[src/design/ldq_cfg.svh]
`ifndef LDQ_CFG_SVH
`define LDQ_CFG_SVH

// queue geometry
`define LDQ_ENTRIES     8
`define LDQ_II_WIDTH    10

// address fields of one access
`define LDQ_LINE_WIDTH  36
`define LDQ_BANKS       32
`define LDQ_BLOW_WIDTH  4

// occupancy at which the producer must hold off
`define LDQ_STALL_LEVEL 6

`endif

[src/design/ldqPkg.sv]
`include "ldq_cfg.svh"

package ldqPkg;

  // one access as seen by the queue
  typedef struct packed {
    logic [`LDQ_LINE_WIDTH-1:0] addrE;
    logic [`LDQ_LINE_WIDTH-1:0] addrO;
    // low half is the low side, high half the high side
    logic [`LDQ_BANKS-1:0]      banks;
    logic [`LDQ_BLOW_WIDTH-1:0] byteLow;
    logic                       isOH;
    logic                       isEH;
    logic                       isOL;
    logic                       isEL;
  } ldqAddrT;

  typedef struct packed {
    logic                     en;
    ldqAddrT                  addr;
    logic [`LDQ_II_WIDTH-1:0] ii;
  } ldqAllocT;

  typedef struct packed {
    logic    en;
    ldqAddrT addr;
  } ldqCheckT;

  typedef struct packed {
    logic                     en;
    logic [`LDQ_II_WIDTH-1:0] ii;
  } ldqRetireT;

  typedef struct packed {
    logic valid;
    logic hit;
    logic confl;
  } ldqResultT;

endpackage

[src/design/ldqConflictMatch.sv]
`timescale 1ns/1ps
`include "ldq_cfg.svh"

module ldqConflictMatch (
  input  ldqPkg::ldqAddrT loadAddr,
  input  ldqPkg::ldqAddrT storeAddr,
  output logic            hit
);

  localparam int halfBanks = `LDQ_BANKS / 2;

  logic       sameE;
  logic       sameO;
  logic       bankLow;
  logic       bankHigh;
  logic       byteOverlap;
  logic [3:0] sideHit;

  // line addresses per parity
  assign sameE = loadAddr.addrE == storeAddr.addrE;
  assign sameO = loadAddr.addrO == storeAddr.addrO;

  assign bankLow  = |(loadAddr.banks[halfBanks-1:0] & storeAddr.banks[halfBanks-1:0]);
  assign bankHigh = |(loadAddr.banks[`LDQ_BANKS-1:halfBanks] &
                      storeAddr.banks[`LDQ_BANKS-1:halfBanks]);

  assign byteOverlap = |(loadAddr.byteLow & storeAddr.byteLow);

  // side must be flagged on both accesses
  assign sideHit[0] = loadAddr.isOH & storeAddr.isOH & sameO & bankHigh;
  assign sideHit[1] = loadAddr.isOL & storeAddr.isOL & sameO & bankLow;
  assign sideHit[2] = loadAddr.isEH & storeAddr.isEH & sameE & bankHigh;
  assign sideHit[3] = loadAddr.isEL & storeAddr.isEL & sameE & bankLow;

  assign hit = (|sideHit) & byteOverlap;

endmodule

[src/design/ldqEntry.sv]
`timescale 1ns/1ps
`include "ldq_cfg.svh"

module ldqEntry (
  input  logic                     clk,
  input  logic                     rst,
  input  logic                     flush,
  input  logic                     load,
  input  ldqPkg::ldqAllocT         loadAlloc,
  input  logic                     loadConfl,
  input  logic                     releaseEn,
  input  ldqPkg::ldqCheckT         checkReg,
  output logic                     valid,
  output logic                     confl,
  output logic [`LDQ_II_WIDTH-1:0] ii
);

  ldqPkg::ldqAddrT addrReg;
  logic            storeHit;
  logic            matchNow;

  ldqConflictMatch uMatch (
    .loadAddr  (addrReg),
    .storeAddr (checkReg.addr),
    .hit       (storeHit)
  );

  assign matchNow = checkReg.en & storeHit & valid;

  always_ff @(posedge clk) begin
    if (rst) begin
      valid <= 1'b0;
      confl <= 1'b0;
    end else if (flush) begin
      valid <= 1'b0;
    end else if (load) begin
      valid <= 1'b1;
      confl <= loadConfl;
    end else begin
      if (releaseEn) begin
        valid <= 1'b0;
      end
      // sticky until the next load
      if (matchNow) begin
        confl <= 1'b1;
      end
    end
  end

  always_ff @(posedge clk) begin
    if (load) begin
      addrReg <= loadAlloc.addr;
      ii      <= loadAlloc.ii;
    end
  end

  // array only loads free entries and only releases valid ones
  assert property (@(posedge clk) disable iff (rst) !(load && releaseEn));

endmodule

[src/design/ldqEntryArray.sv]
`timescale 1ns/1ps
`include "ldq_cfg.svh"

module ldqEntryArray (
  input  logic                                        clk,
  input  logic                                        rst,
  input  logic                                        except,
  input  ldqPkg::ldqAllocT                            alloc,
  input  ldqPkg::ldqRetireT                           retire,
  input  ldqPkg::ldqCheckT                            checkReg,
  output logic [`LDQ_ENTRIES-1:0]                     entryValid,
  output logic [`LDQ_ENTRIES-1:0]                     entryConfl,
  output logic [`LDQ_ENTRIES-1:0][`LDQ_II_WIDTH-1:0]  entryIi,
  output logic                                        stall
);

  localparam int cntW = $clog2(`LDQ_ENTRIES + 1);

  logic [`LDQ_ENTRIES-1:0] freeVec;
  logic [`LDQ_ENTRIES-1:0] lowestFree;
  logic [`LDQ_ENTRIES-1:0] loadVec;
  logic [`LDQ_ENTRIES-1:0] iiMatch;
  logic [`LDQ_ENTRIES-1:0] releaseVec;
  logic                    allocOk;
  logic                    allocHit;
  logic                    allocConfl;
  logic [cntW-1:0]         occ;

  assign freeVec    = ~entryValid;
  // isolate lowest set bit
  assign lowestFree = freeVec & (~freeVec + 1'b1);

  assign allocOk = alloc.en & ~stall & ~except & (|freeVec);
  assign loadVec = lowestFree & {`LDQ_ENTRIES{allocOk}};

  // store in checkReg this cycle also hits the incoming load
  ldqConflictMatch uAllocMatch (
    .loadAddr  (alloc.addr),
    .storeAddr (checkReg.addr),
    .hit       (allocHit)
  );

  assign allocConfl = checkReg.en & allocHit;

  always_comb begin
    for (int i = 0; i < `LDQ_ENTRIES; i++) begin
      iiMatch[i] = entryValid[i] && (entryIi[i] == retire.ii);
    end
  end

  assign releaseVec = iiMatch & {`LDQ_ENTRIES{retire.en}};

  for (genvar i = 0; i < `LDQ_ENTRIES; i++) begin : gEntry
    ldqEntry uEntry (
      .clk       (clk),
      .rst       (rst),
      .flush     (except),
      .load      (loadVec[i]),
      .loadAlloc (alloc),
      .loadConfl (allocConfl),
      .releaseEn (releaseVec[i]),
      .checkReg  (checkReg),
      .valid     (entryValid[i]),
      .confl     (entryConfl[i]),
      .ii        (entryIi[i])
    );
  end

  always_ff @(posedge clk) begin
    if (rst || except) begin
      occ <= '0;
    end else begin
      occ <= occ + cntW'(allocOk) - cntW'(|releaseVec);
    end
  end

  assign stall = occ >= cntW'(`LDQ_STALL_LEVEL);

  // producer honours the stall level
  assert property (@(posedge clk) disable iff (rst) alloc.en |-> !stall);

  // live ii values are unique
  assert property (@(posedge clk) disable iff (rst) retire.en |-> $onehot0(iiMatch));

endmodule

[src/design/ldqRetireStage.sv]
`timescale 1ns/1ps
`include "ldq_cfg.svh"

module ldqRetireStage (
  input  logic                                        clk,
  input  logic                                        rst,
  input  logic                                        except,
  input  ldqPkg::ldqRetireT                           retire,
  input  logic [`LDQ_ENTRIES-1:0]                     entryValid,
  input  logic [`LDQ_ENTRIES-1:0]                     entryConfl,
  input  logic [`LDQ_ENTRIES-1:0][`LDQ_II_WIDTH-1:0]  entryIi,
  output ldqPkg::ldqResultT                           result
);

  logic [`LDQ_ENTRIES-1:0] iiHit;
  logic                    hitNow;
  logic                    conflNow;

  always_comb begin
    for (int i = 0; i < `LDQ_ENTRIES; i++) begin
      iiHit[i] = entryValid[i] && (entryIi[i] == retire.ii);
    end
  end

  // flush wins over a retire in the same cycle
  assign hitNow   = (|iiHit) & ~except;
  assign conflNow = hitNow & (|(iiHit & entryConfl));

  always_ff @(posedge clk) begin
    if (rst) begin
      result <= '0;
    end else begin
      result.valid <= retire.en;
      result.hit   <= retire.en & hitNow;
      result.confl <= retire.en & conflNow;
    end
  end

  // confl is or-reduced, so a retire may match one entry at most
  assert property (@(posedge clk) disable iff (rst) retire.en |-> $onehot0(iiHit));

endmodule

[src/design/ldqStoreCheckStage.sv]
`timescale 1ns/1ps

module ldqStoreCheckStage (
  input  logic             clk,
  input  logic             rst,
  input  ldqPkg::ldqCheckT check,
  input  logic             except,
  output ldqPkg::ldqCheckT checkReg
);

  // a check caught by a flush is dropped
  always_ff @(posedge clk) begin
    if (rst || except) begin
      checkReg.en <= 1'b0;
    end else begin
      checkReg.en <= check.en;
    end
  end

  // address only moves with a real check
  always_ff @(posedge clk) begin
    if (check.en) begin
      checkReg.addr <= check.addr;
    end
  end

endmodule

[src/design/ldqTop.sv]
`timescale 1ns/1ps
`include "ldq_cfg.svh"

module ldqTop (
  input  logic              clk,
  input  logic              rst,
  input  logic              except,
  input  ldqPkg::ldqAllocT  alloc,
  input  ldqPkg::ldqCheckT  check,
  input  ldqPkg::ldqRetireT retire,
  output ldqPkg::ldqResultT result,
  output logic              stall
);

  ldqPkg::ldqCheckT                           checkReg;
  logic [`LDQ_ENTRIES-1:0]                    entryValid;
  logic [`LDQ_ENTRIES-1:0]                    entryConfl;
  logic [`LDQ_ENTRIES-1:0][`LDQ_II_WIDTH-1:0] entryIi;

  ldqStoreCheckStage uCheckStage (
    .clk      (clk),
    .rst      (rst),
    .check    (check),
    .except   (except),
    .checkReg (checkReg)
  );

  ldqEntryArray uArray (
    .clk        (clk),
    .rst        (rst),
    .except     (except),
    .alloc      (alloc),
    .retire     (retire),
    .checkReg   (checkReg),
    .entryValid (entryValid),
    .entryConfl (entryConfl),
    .entryIi    (entryIi),
    .stall      (stall)
  );

  ldqRetireStage uRetireStage (
    .clk        (clk),
    .rst        (rst),
    .except     (except),
    .retire     (retire),
    .entryValid (entryValid),
    .entryConfl (entryConfl),
    .entryIi    (entryIi),
    .result     (result)
  );

endmodule

[config.mk]
export PLATFORM = sky130hd
export DESIGN_NAME = ldqTop
export DESIGN_NICKNAME = d
export VERILOG_FILES = /design/src/design/ldqPkg.sv /design/src/design/ldqConflictMatch.sv /design/src/design/ldqEntry.sv /design/src/design/ldqEntryArray.sv /design/src/design/ldqRetireStage.sv /design/src/design/ldqStoreCheckStage.sv /design/src/design/ldqTop.sv
export VERILOG_INCLUDE_DIRS = /design/src /design/src/design
export SDC_FILE = /design/constraint.sdc
export NUM_CORES = 1
export LEC_CHECK = 0
export BUFFER_PORTS_ARGS = -buffer_cell sky130_fd_sc_hd__buf_2
export CAP_MARGIN = 10
export CORE_MARGIN = 3
export CORE_UTILIZATION = 42
export CTS_CLUSTER_SIZE = 12
export DETAILED_ROUTE_END_ITERATION = 16
export PLACE_DENSITY = 0.56
export SKIP_CTS_REPAIR_TIMING = 1
export SKIP_LAST_GASP = 1
export SYNTH_ARGS = -nofsm -noshare
export SYNTH_HDL_FRONTEND = slang
export SYNTH_SLANG_ARGS = --single-unit
export TNS_END_PERCENT = 100
[constraint.sdc]
create_clock -name clk -period 32.9 [get_ports clk]
set_input_delay 1.645 -clock clk [delete_from_list [all_inputs] [get_ports clk]]
set_output_delay 1.645 -clock clk [all_outputs]
set_load 0.005 [all_outputs]
* Word level (Yosys, flattened, before mapping)
Cells that the tools add are included.
W data, S select, Z words.
** Storage, ports and cells
- Bits in registers :: 1112
- Logic and storage cells :: 413
** Operators by class
- $add $sub $neg :: 3
- Order comparisons :: 1
- Eq/ne operators :: 26
- Mux-type cells :: 32
- Bitwise logic cells :: 176
- Reductions and logical operators :: 74
** Operators with widths (count)
- $eq A36 B36 Y1 :: 18
- $and A16 B16 Y16 :: 18
- $reduce_or A16 Y1 :: 18
- $and A1 B1 Y1 :: 141
- $eq A10 B10 Y1 :: 8
- $reduce_or A4 Y1 :: 18
- $and A4 B4 Y4 :: 9
- $and A8 B8 Y8 :: 4
- $mux W1 :: 32
- $reduce_bool A2 Y1 :: 16
- $reduce_or A8 Y1 :: 4
- $not A8 Y8 :: 2
- $reduce_and A2 Y1 :: 8
- $add A8 B1 Y8 const B :: 1
- $logic_and A1 B1 Y1 :: 8
- $add A4 B1 Y4 :: 1
- $ge A4 B3 Y1 const B :: 1
- $sub A4 B1 Y4 :: 1
- $not A1 Y1 :: 2
- $reduce_or A2 Y1 :: 1
- $logic_or A1 B1 Y1 :: 1

* Longest topological paths before layout
- Depth after elaboration :: 9
- Gate-level depth with buffers :: 13

* Modules after synthesis
A second synthesis with hierarchy kept.
** Unflattened totals
- Cells, all modules :: 2580
- Area total of the unflattened synthesis :: 45270.9 µm²
** Modules (own cells, without submodules)
- ldqEntry :: times used 8, cells an instance 131, area an instance 3756.1 µm², sequential area each 3703.6 µm²
- ldqConflictMatch :: times used 9, cells an instance 123, area an instance 1023.5 µm², sequential area each 0.0 µm²
- ldqStoreCheckStage :: times used 1, cells an instance 114, area an instance 3395.8 µm², sequential area each 3383.2 µm²
- ldqEntryArray :: times used 1, cells an instance 175, area an instance 1463.9 µm², sequential area each 80.1 µm²
- ldqRetireStage :: times used 1, cells an instance 136, area an instance 1151.1 µm², sequential area each 60.1 µm²

* Least setup slack after synthesis
Ideal clock, no wire load.
- Path type :: input port to flip-flop
- Start point :: input except
- End point :: register uArray.gEntry[4].uEntry.confl
- Library setup time :: 0.130 ns
- Arrival :: 14.742 ns
- Slack :: 18.028 ns
- Cell stages on the path :: 4
- Path buffers :: 0
- Cells stage by stage :: nand3b_1 > nor4_1 > nor2_1 > a2111oi_2
** On the way
- Word-level cells in the longest chain between the ends :: 6
- Elaborated cells on any way between the ends :: 7
- Those cells by class :: 1 x mux; 4 x bitwise; 2 x reduce/logical
** Ends and longest elaborated chain
- start, declared :: line ldqTop.sv:7 : input logic except,
- $not A1 Y1 (no line) (*)
- $and A1 B1 Y1 (*) (2 in a row) :: line ldqEntryArray.sv:33 : assign allocOk = alloc.en & ~stall & ~except & (|freeVec);
- $and A8 B8 Y8 (*) :: line ldqEntryArray.sv:34 : assign loadVec = lowestFree & {`LDQ_ENTRIES{allocOk}};
- via uArray.gEntry[4].uEntry.load :: line ldqEntry.sv:8 : input logic load,
- $reduce_bool A2 Y1 (no line)
- $reduce_and A2 Y1 (no line)
- end signal, assigned :: line ldqEntry.sv:38 : confl <= loadConfl;
- end, declared :: line ldqEntry.sv:14 : output logic confl,
Mark *: on every way through the listed nets, which the timed path passes. The rest lies on a longest branch.
A chain may end at the register's enable or synchronous reset.

* Final worst setup path
- Start point :: input except
- End point :: register uArray.gEntry[6].uEntry.addrReg[34] (netlist name), enable pin
** On the way
- Word-level cells in the longest chain between the ends :: 4
** Ends and longest elaborated chain
- $not A1 Y1 (no line)
- $and A1 B1 Y1 (2 in a row) :: line ldqEntryArray.sv:33
- $and A8 B8 Y8 :: line ldqEntryArray.sv:34
- via uArray.gEntry[6].uEntry.load :: line ldqEntry.sv:8
- end signal, assigned :: line ldqEntry.sv:52 : addrReg <= loadAlloc.addr;
- end, declared :: line ldqEntry.sv:18 : ldqPkg::ldqAddrT addrReg;
The timed path passes the listed nets, and every way through them passes these cells.

==> impl_metrics.json <==
{
  "status": "finished, final reports clean",
  "vias_per_cell": 5.57,
  "crit_path_start_kind": "primary input",
  "end_kind": "register",
  "ys_ff_latch": 1112,
  "routed.top_layer": "met5",
  "yosysSeqAreaShare_pct": 74.7,
  "port_buffers": 253,
  "syn_nets": 2862,
  "synth_ff_type": "edfxtp_1",
  "hold_viol": 0,
  "start_util_pct": 42.6,
  "die_x_um": 331,
  "final_nets": 3142,
  "critPathMaxFanout": 75,
  "io_pins": 254,
  "clock_sinks": 1112,
  "drv_cap": 0,
  "yosysWarnings": 0,
  "drc": 0,
  "htree_levels": 3,
  "wl_met1_um": 55600,
  "fin_skew_ns": 0.0371,
  "clk_latency_ns": 0.70,
  "min_period_ns": 4.41,
  "wl_um": 129000,
  "syn_area_um2": 44400,
  "area_growth_pct": 14.0,
  "drive_above_1_share_pct": 15.5,
  "slowest_stage": "buf_4",
  "design.core.area_um2": 104000,
  "synth_cell_type_count": 42,
  "ir_drop_uv": 51.6,
  "antenna_found_initial": 13,
  "p_leak_nw": 16.6,
  "slew_headroom_pct": 18.6,
  "finalWeightedCongestion": 0.839,
  "finalCritPeriodShare_pct": 13.4,
  "crit_arrival_ns": 4.71,
  "synth_edf_count": 1088,
  "required_ns": 33.20,
  "worst-path-buf-inv": 3,
  "synth.largest_area_cell": "edfxtp_1",
  "crit_path_frequent_cell": "buf_4",
  "root_buffer": "clkbuf_16",
  "die_y_um": 331,
  "crit_chain": "buf_2 > nand3b_1 > nand2b_1 > nor3b_2 > buf_4 > buf_4",
  "path_class": "primary input to register",
  "cts_tree": "yes",
  "cts_made_buffers": 119,
  "tns_ns": 0,
  "synthTopCellsByArea": "edfxtp_1 74%, xor2_1 9.5%, xnor2_1 4.9%",
  "rsz0062_at_grt": "no",
  "wl_met2_um": 61800,
  "tightest_slew_ns": 1.21,
  "die-area_um2": 110000,
  "synthTopCellsByCount": "1088 x edfxtp_1, 482 x xor2_1, 248 x xnor2_1",
  "grt_use_total_pct": 23.4,
  "num_vias": 24300,
  "ant_nets": 0,
  "grt_pass1_vias": 24400,
  "clk_pin_slew_ns": 0.06,
  "grt_max_degree": 76,
  "place_hpwl_um": 82400,
  "core.rowCount": 118,
  "timing.fmax_mhz": 227,
  "setup_slack_ns": 28.49,
  "ys_async_sr_fraction_pct": 0,
  "n_fill_cell": 8872,
  "yosysMostFrequentCell": "edfxtp_1",
  "cts_buffer_depth": 3,
  "synthCells": 2606,
  "fin_hold_ws_ns": 0.535,
  "dr.pass1.iters": 7,
  "dp_slack_ns": 27.42,
  "synth_top_cell_area_share_pct": 73.6,
  "wire_per_inst_um": 29.7,
  "maxSlewViolCount": 0,
  "avgSynthCellArea_um2": 17.0,
  "drtIter0Drc": 2679,
  "hold_path.class": "register to register",
  "fin_util_pct": 48.5,
  "wl_met3_um": 9150,
  "grt_overflow": 0,
  "path_delay_family": "buffers and inverters",
  "setup_violations": 0,
  "slowest_delay_ns": 0.94,
  "grt_pass1_wl_um": 182000,
  "power.density_nw_per_um2": 60.4
}
[power by group]
part           internal, W  switching [W]
sequential         0.00158      0.0000594
clock             0.000726       0.000536
combinational    0.0000600      0.0000943
total              0.00236       0.000690
[cells by family after synthesis]
group / after synthesis / share of synthesized area [%]
AOI/OAI and AO/OA: 223 / 3.94
xor gates and xnor gates: 730 / 14.4
adders and majority gates: 6 / 0.186
buffers and inverters: 135 / 1.67
DFF: 1112 / 74.7
and+or+nand+nor: 400 / 5.09
[registers in the layout, summed over array words and instances (netlist names)]
signal	count
uArray.gEntry.uEntry.addrReg	896
uArray.gEntry.uEntry.confl	8
uArray.gEntry.uEntry.ii	80
uArray.gEntry.uEntry.valid	8
uArray.occ	4
uCheckStage.checkReg	113
uRetireStage.result	3
[metal layers]
metal  track usage [%]  vias up
met5                 0        -
met4              5.36        2
met3              3.52      169
met2              38.1     1017
met1              33.5    12600
li1                  -    10500
[path summary, 6_finish.rpt]
check	from	to	slack, ns	cells after the start
hold / removal	uArray.gEntry[5].uEntry.confl	uArray.gEntry[5].uEntry.confl	0.53	1
setup reg to reg	uArray.gEntry[0].uEntry.valid	uArray.gEntry[6].uEntry.addrReg[34]	28.90	6
hold reg to reg	uArray.gEntry[5].uEntry.confl	uArray.gEntry[5].uEntry.confl	0.53	1
setup / recovery	except	uArray.gEntry[6].uEntry.addrReg[34]	28.49	6
[final cells by class]
class                      count  area [um^2]  area share (%)
antenna                        3         7.51          0.0148
clock buffer                 156         3240            6.40
clock inverter                53          409           0.809
sequential                  1112        33200            65.5
inverter                      10         37.5          0.0742
multi-input combinational   1359        10500            20.8
timing repair buffer         284         1510            2.97
tap                         1380         1730            3.41
[metrics by stage]
step	area, um^2	std cells	power (W)
3_3_place_gp	46900	4144	0.00182
4_1_cts	50600	4353	0.00308
3_5_place_dp	46900	4144	0.00182
5_1_grt	50600	4356	0.00315
6_report	50600	4357	0.00305
2_1_floorplan	44400	2606	0.00173
[layout by cell type (no fill, tap or decap), types with 8 or more instances in the layout]
cell type / count
nand3_1: 10
nand2_1: 77
nor3_1: 23
a22oi_1: 114
inv_1: 10
clkbuf_1: 28
nor2_1: 17
buf_2: 252
xnor2_1: 248
nand4_1: 105
nor2b_1: 8
nor4_1: 138
clkinv_2: 16
a21oi_1: 17
dfxtp_1: 24
a22o_1: 26
xor2_1: 482
clkbuf_16: 122
a221oi_1: 28
edfxtp_1: 1088
buf_4: 31
clkinv_1: 23
o22ai_1: 18
Note: power is estimated with default switching activity, not from simulation.
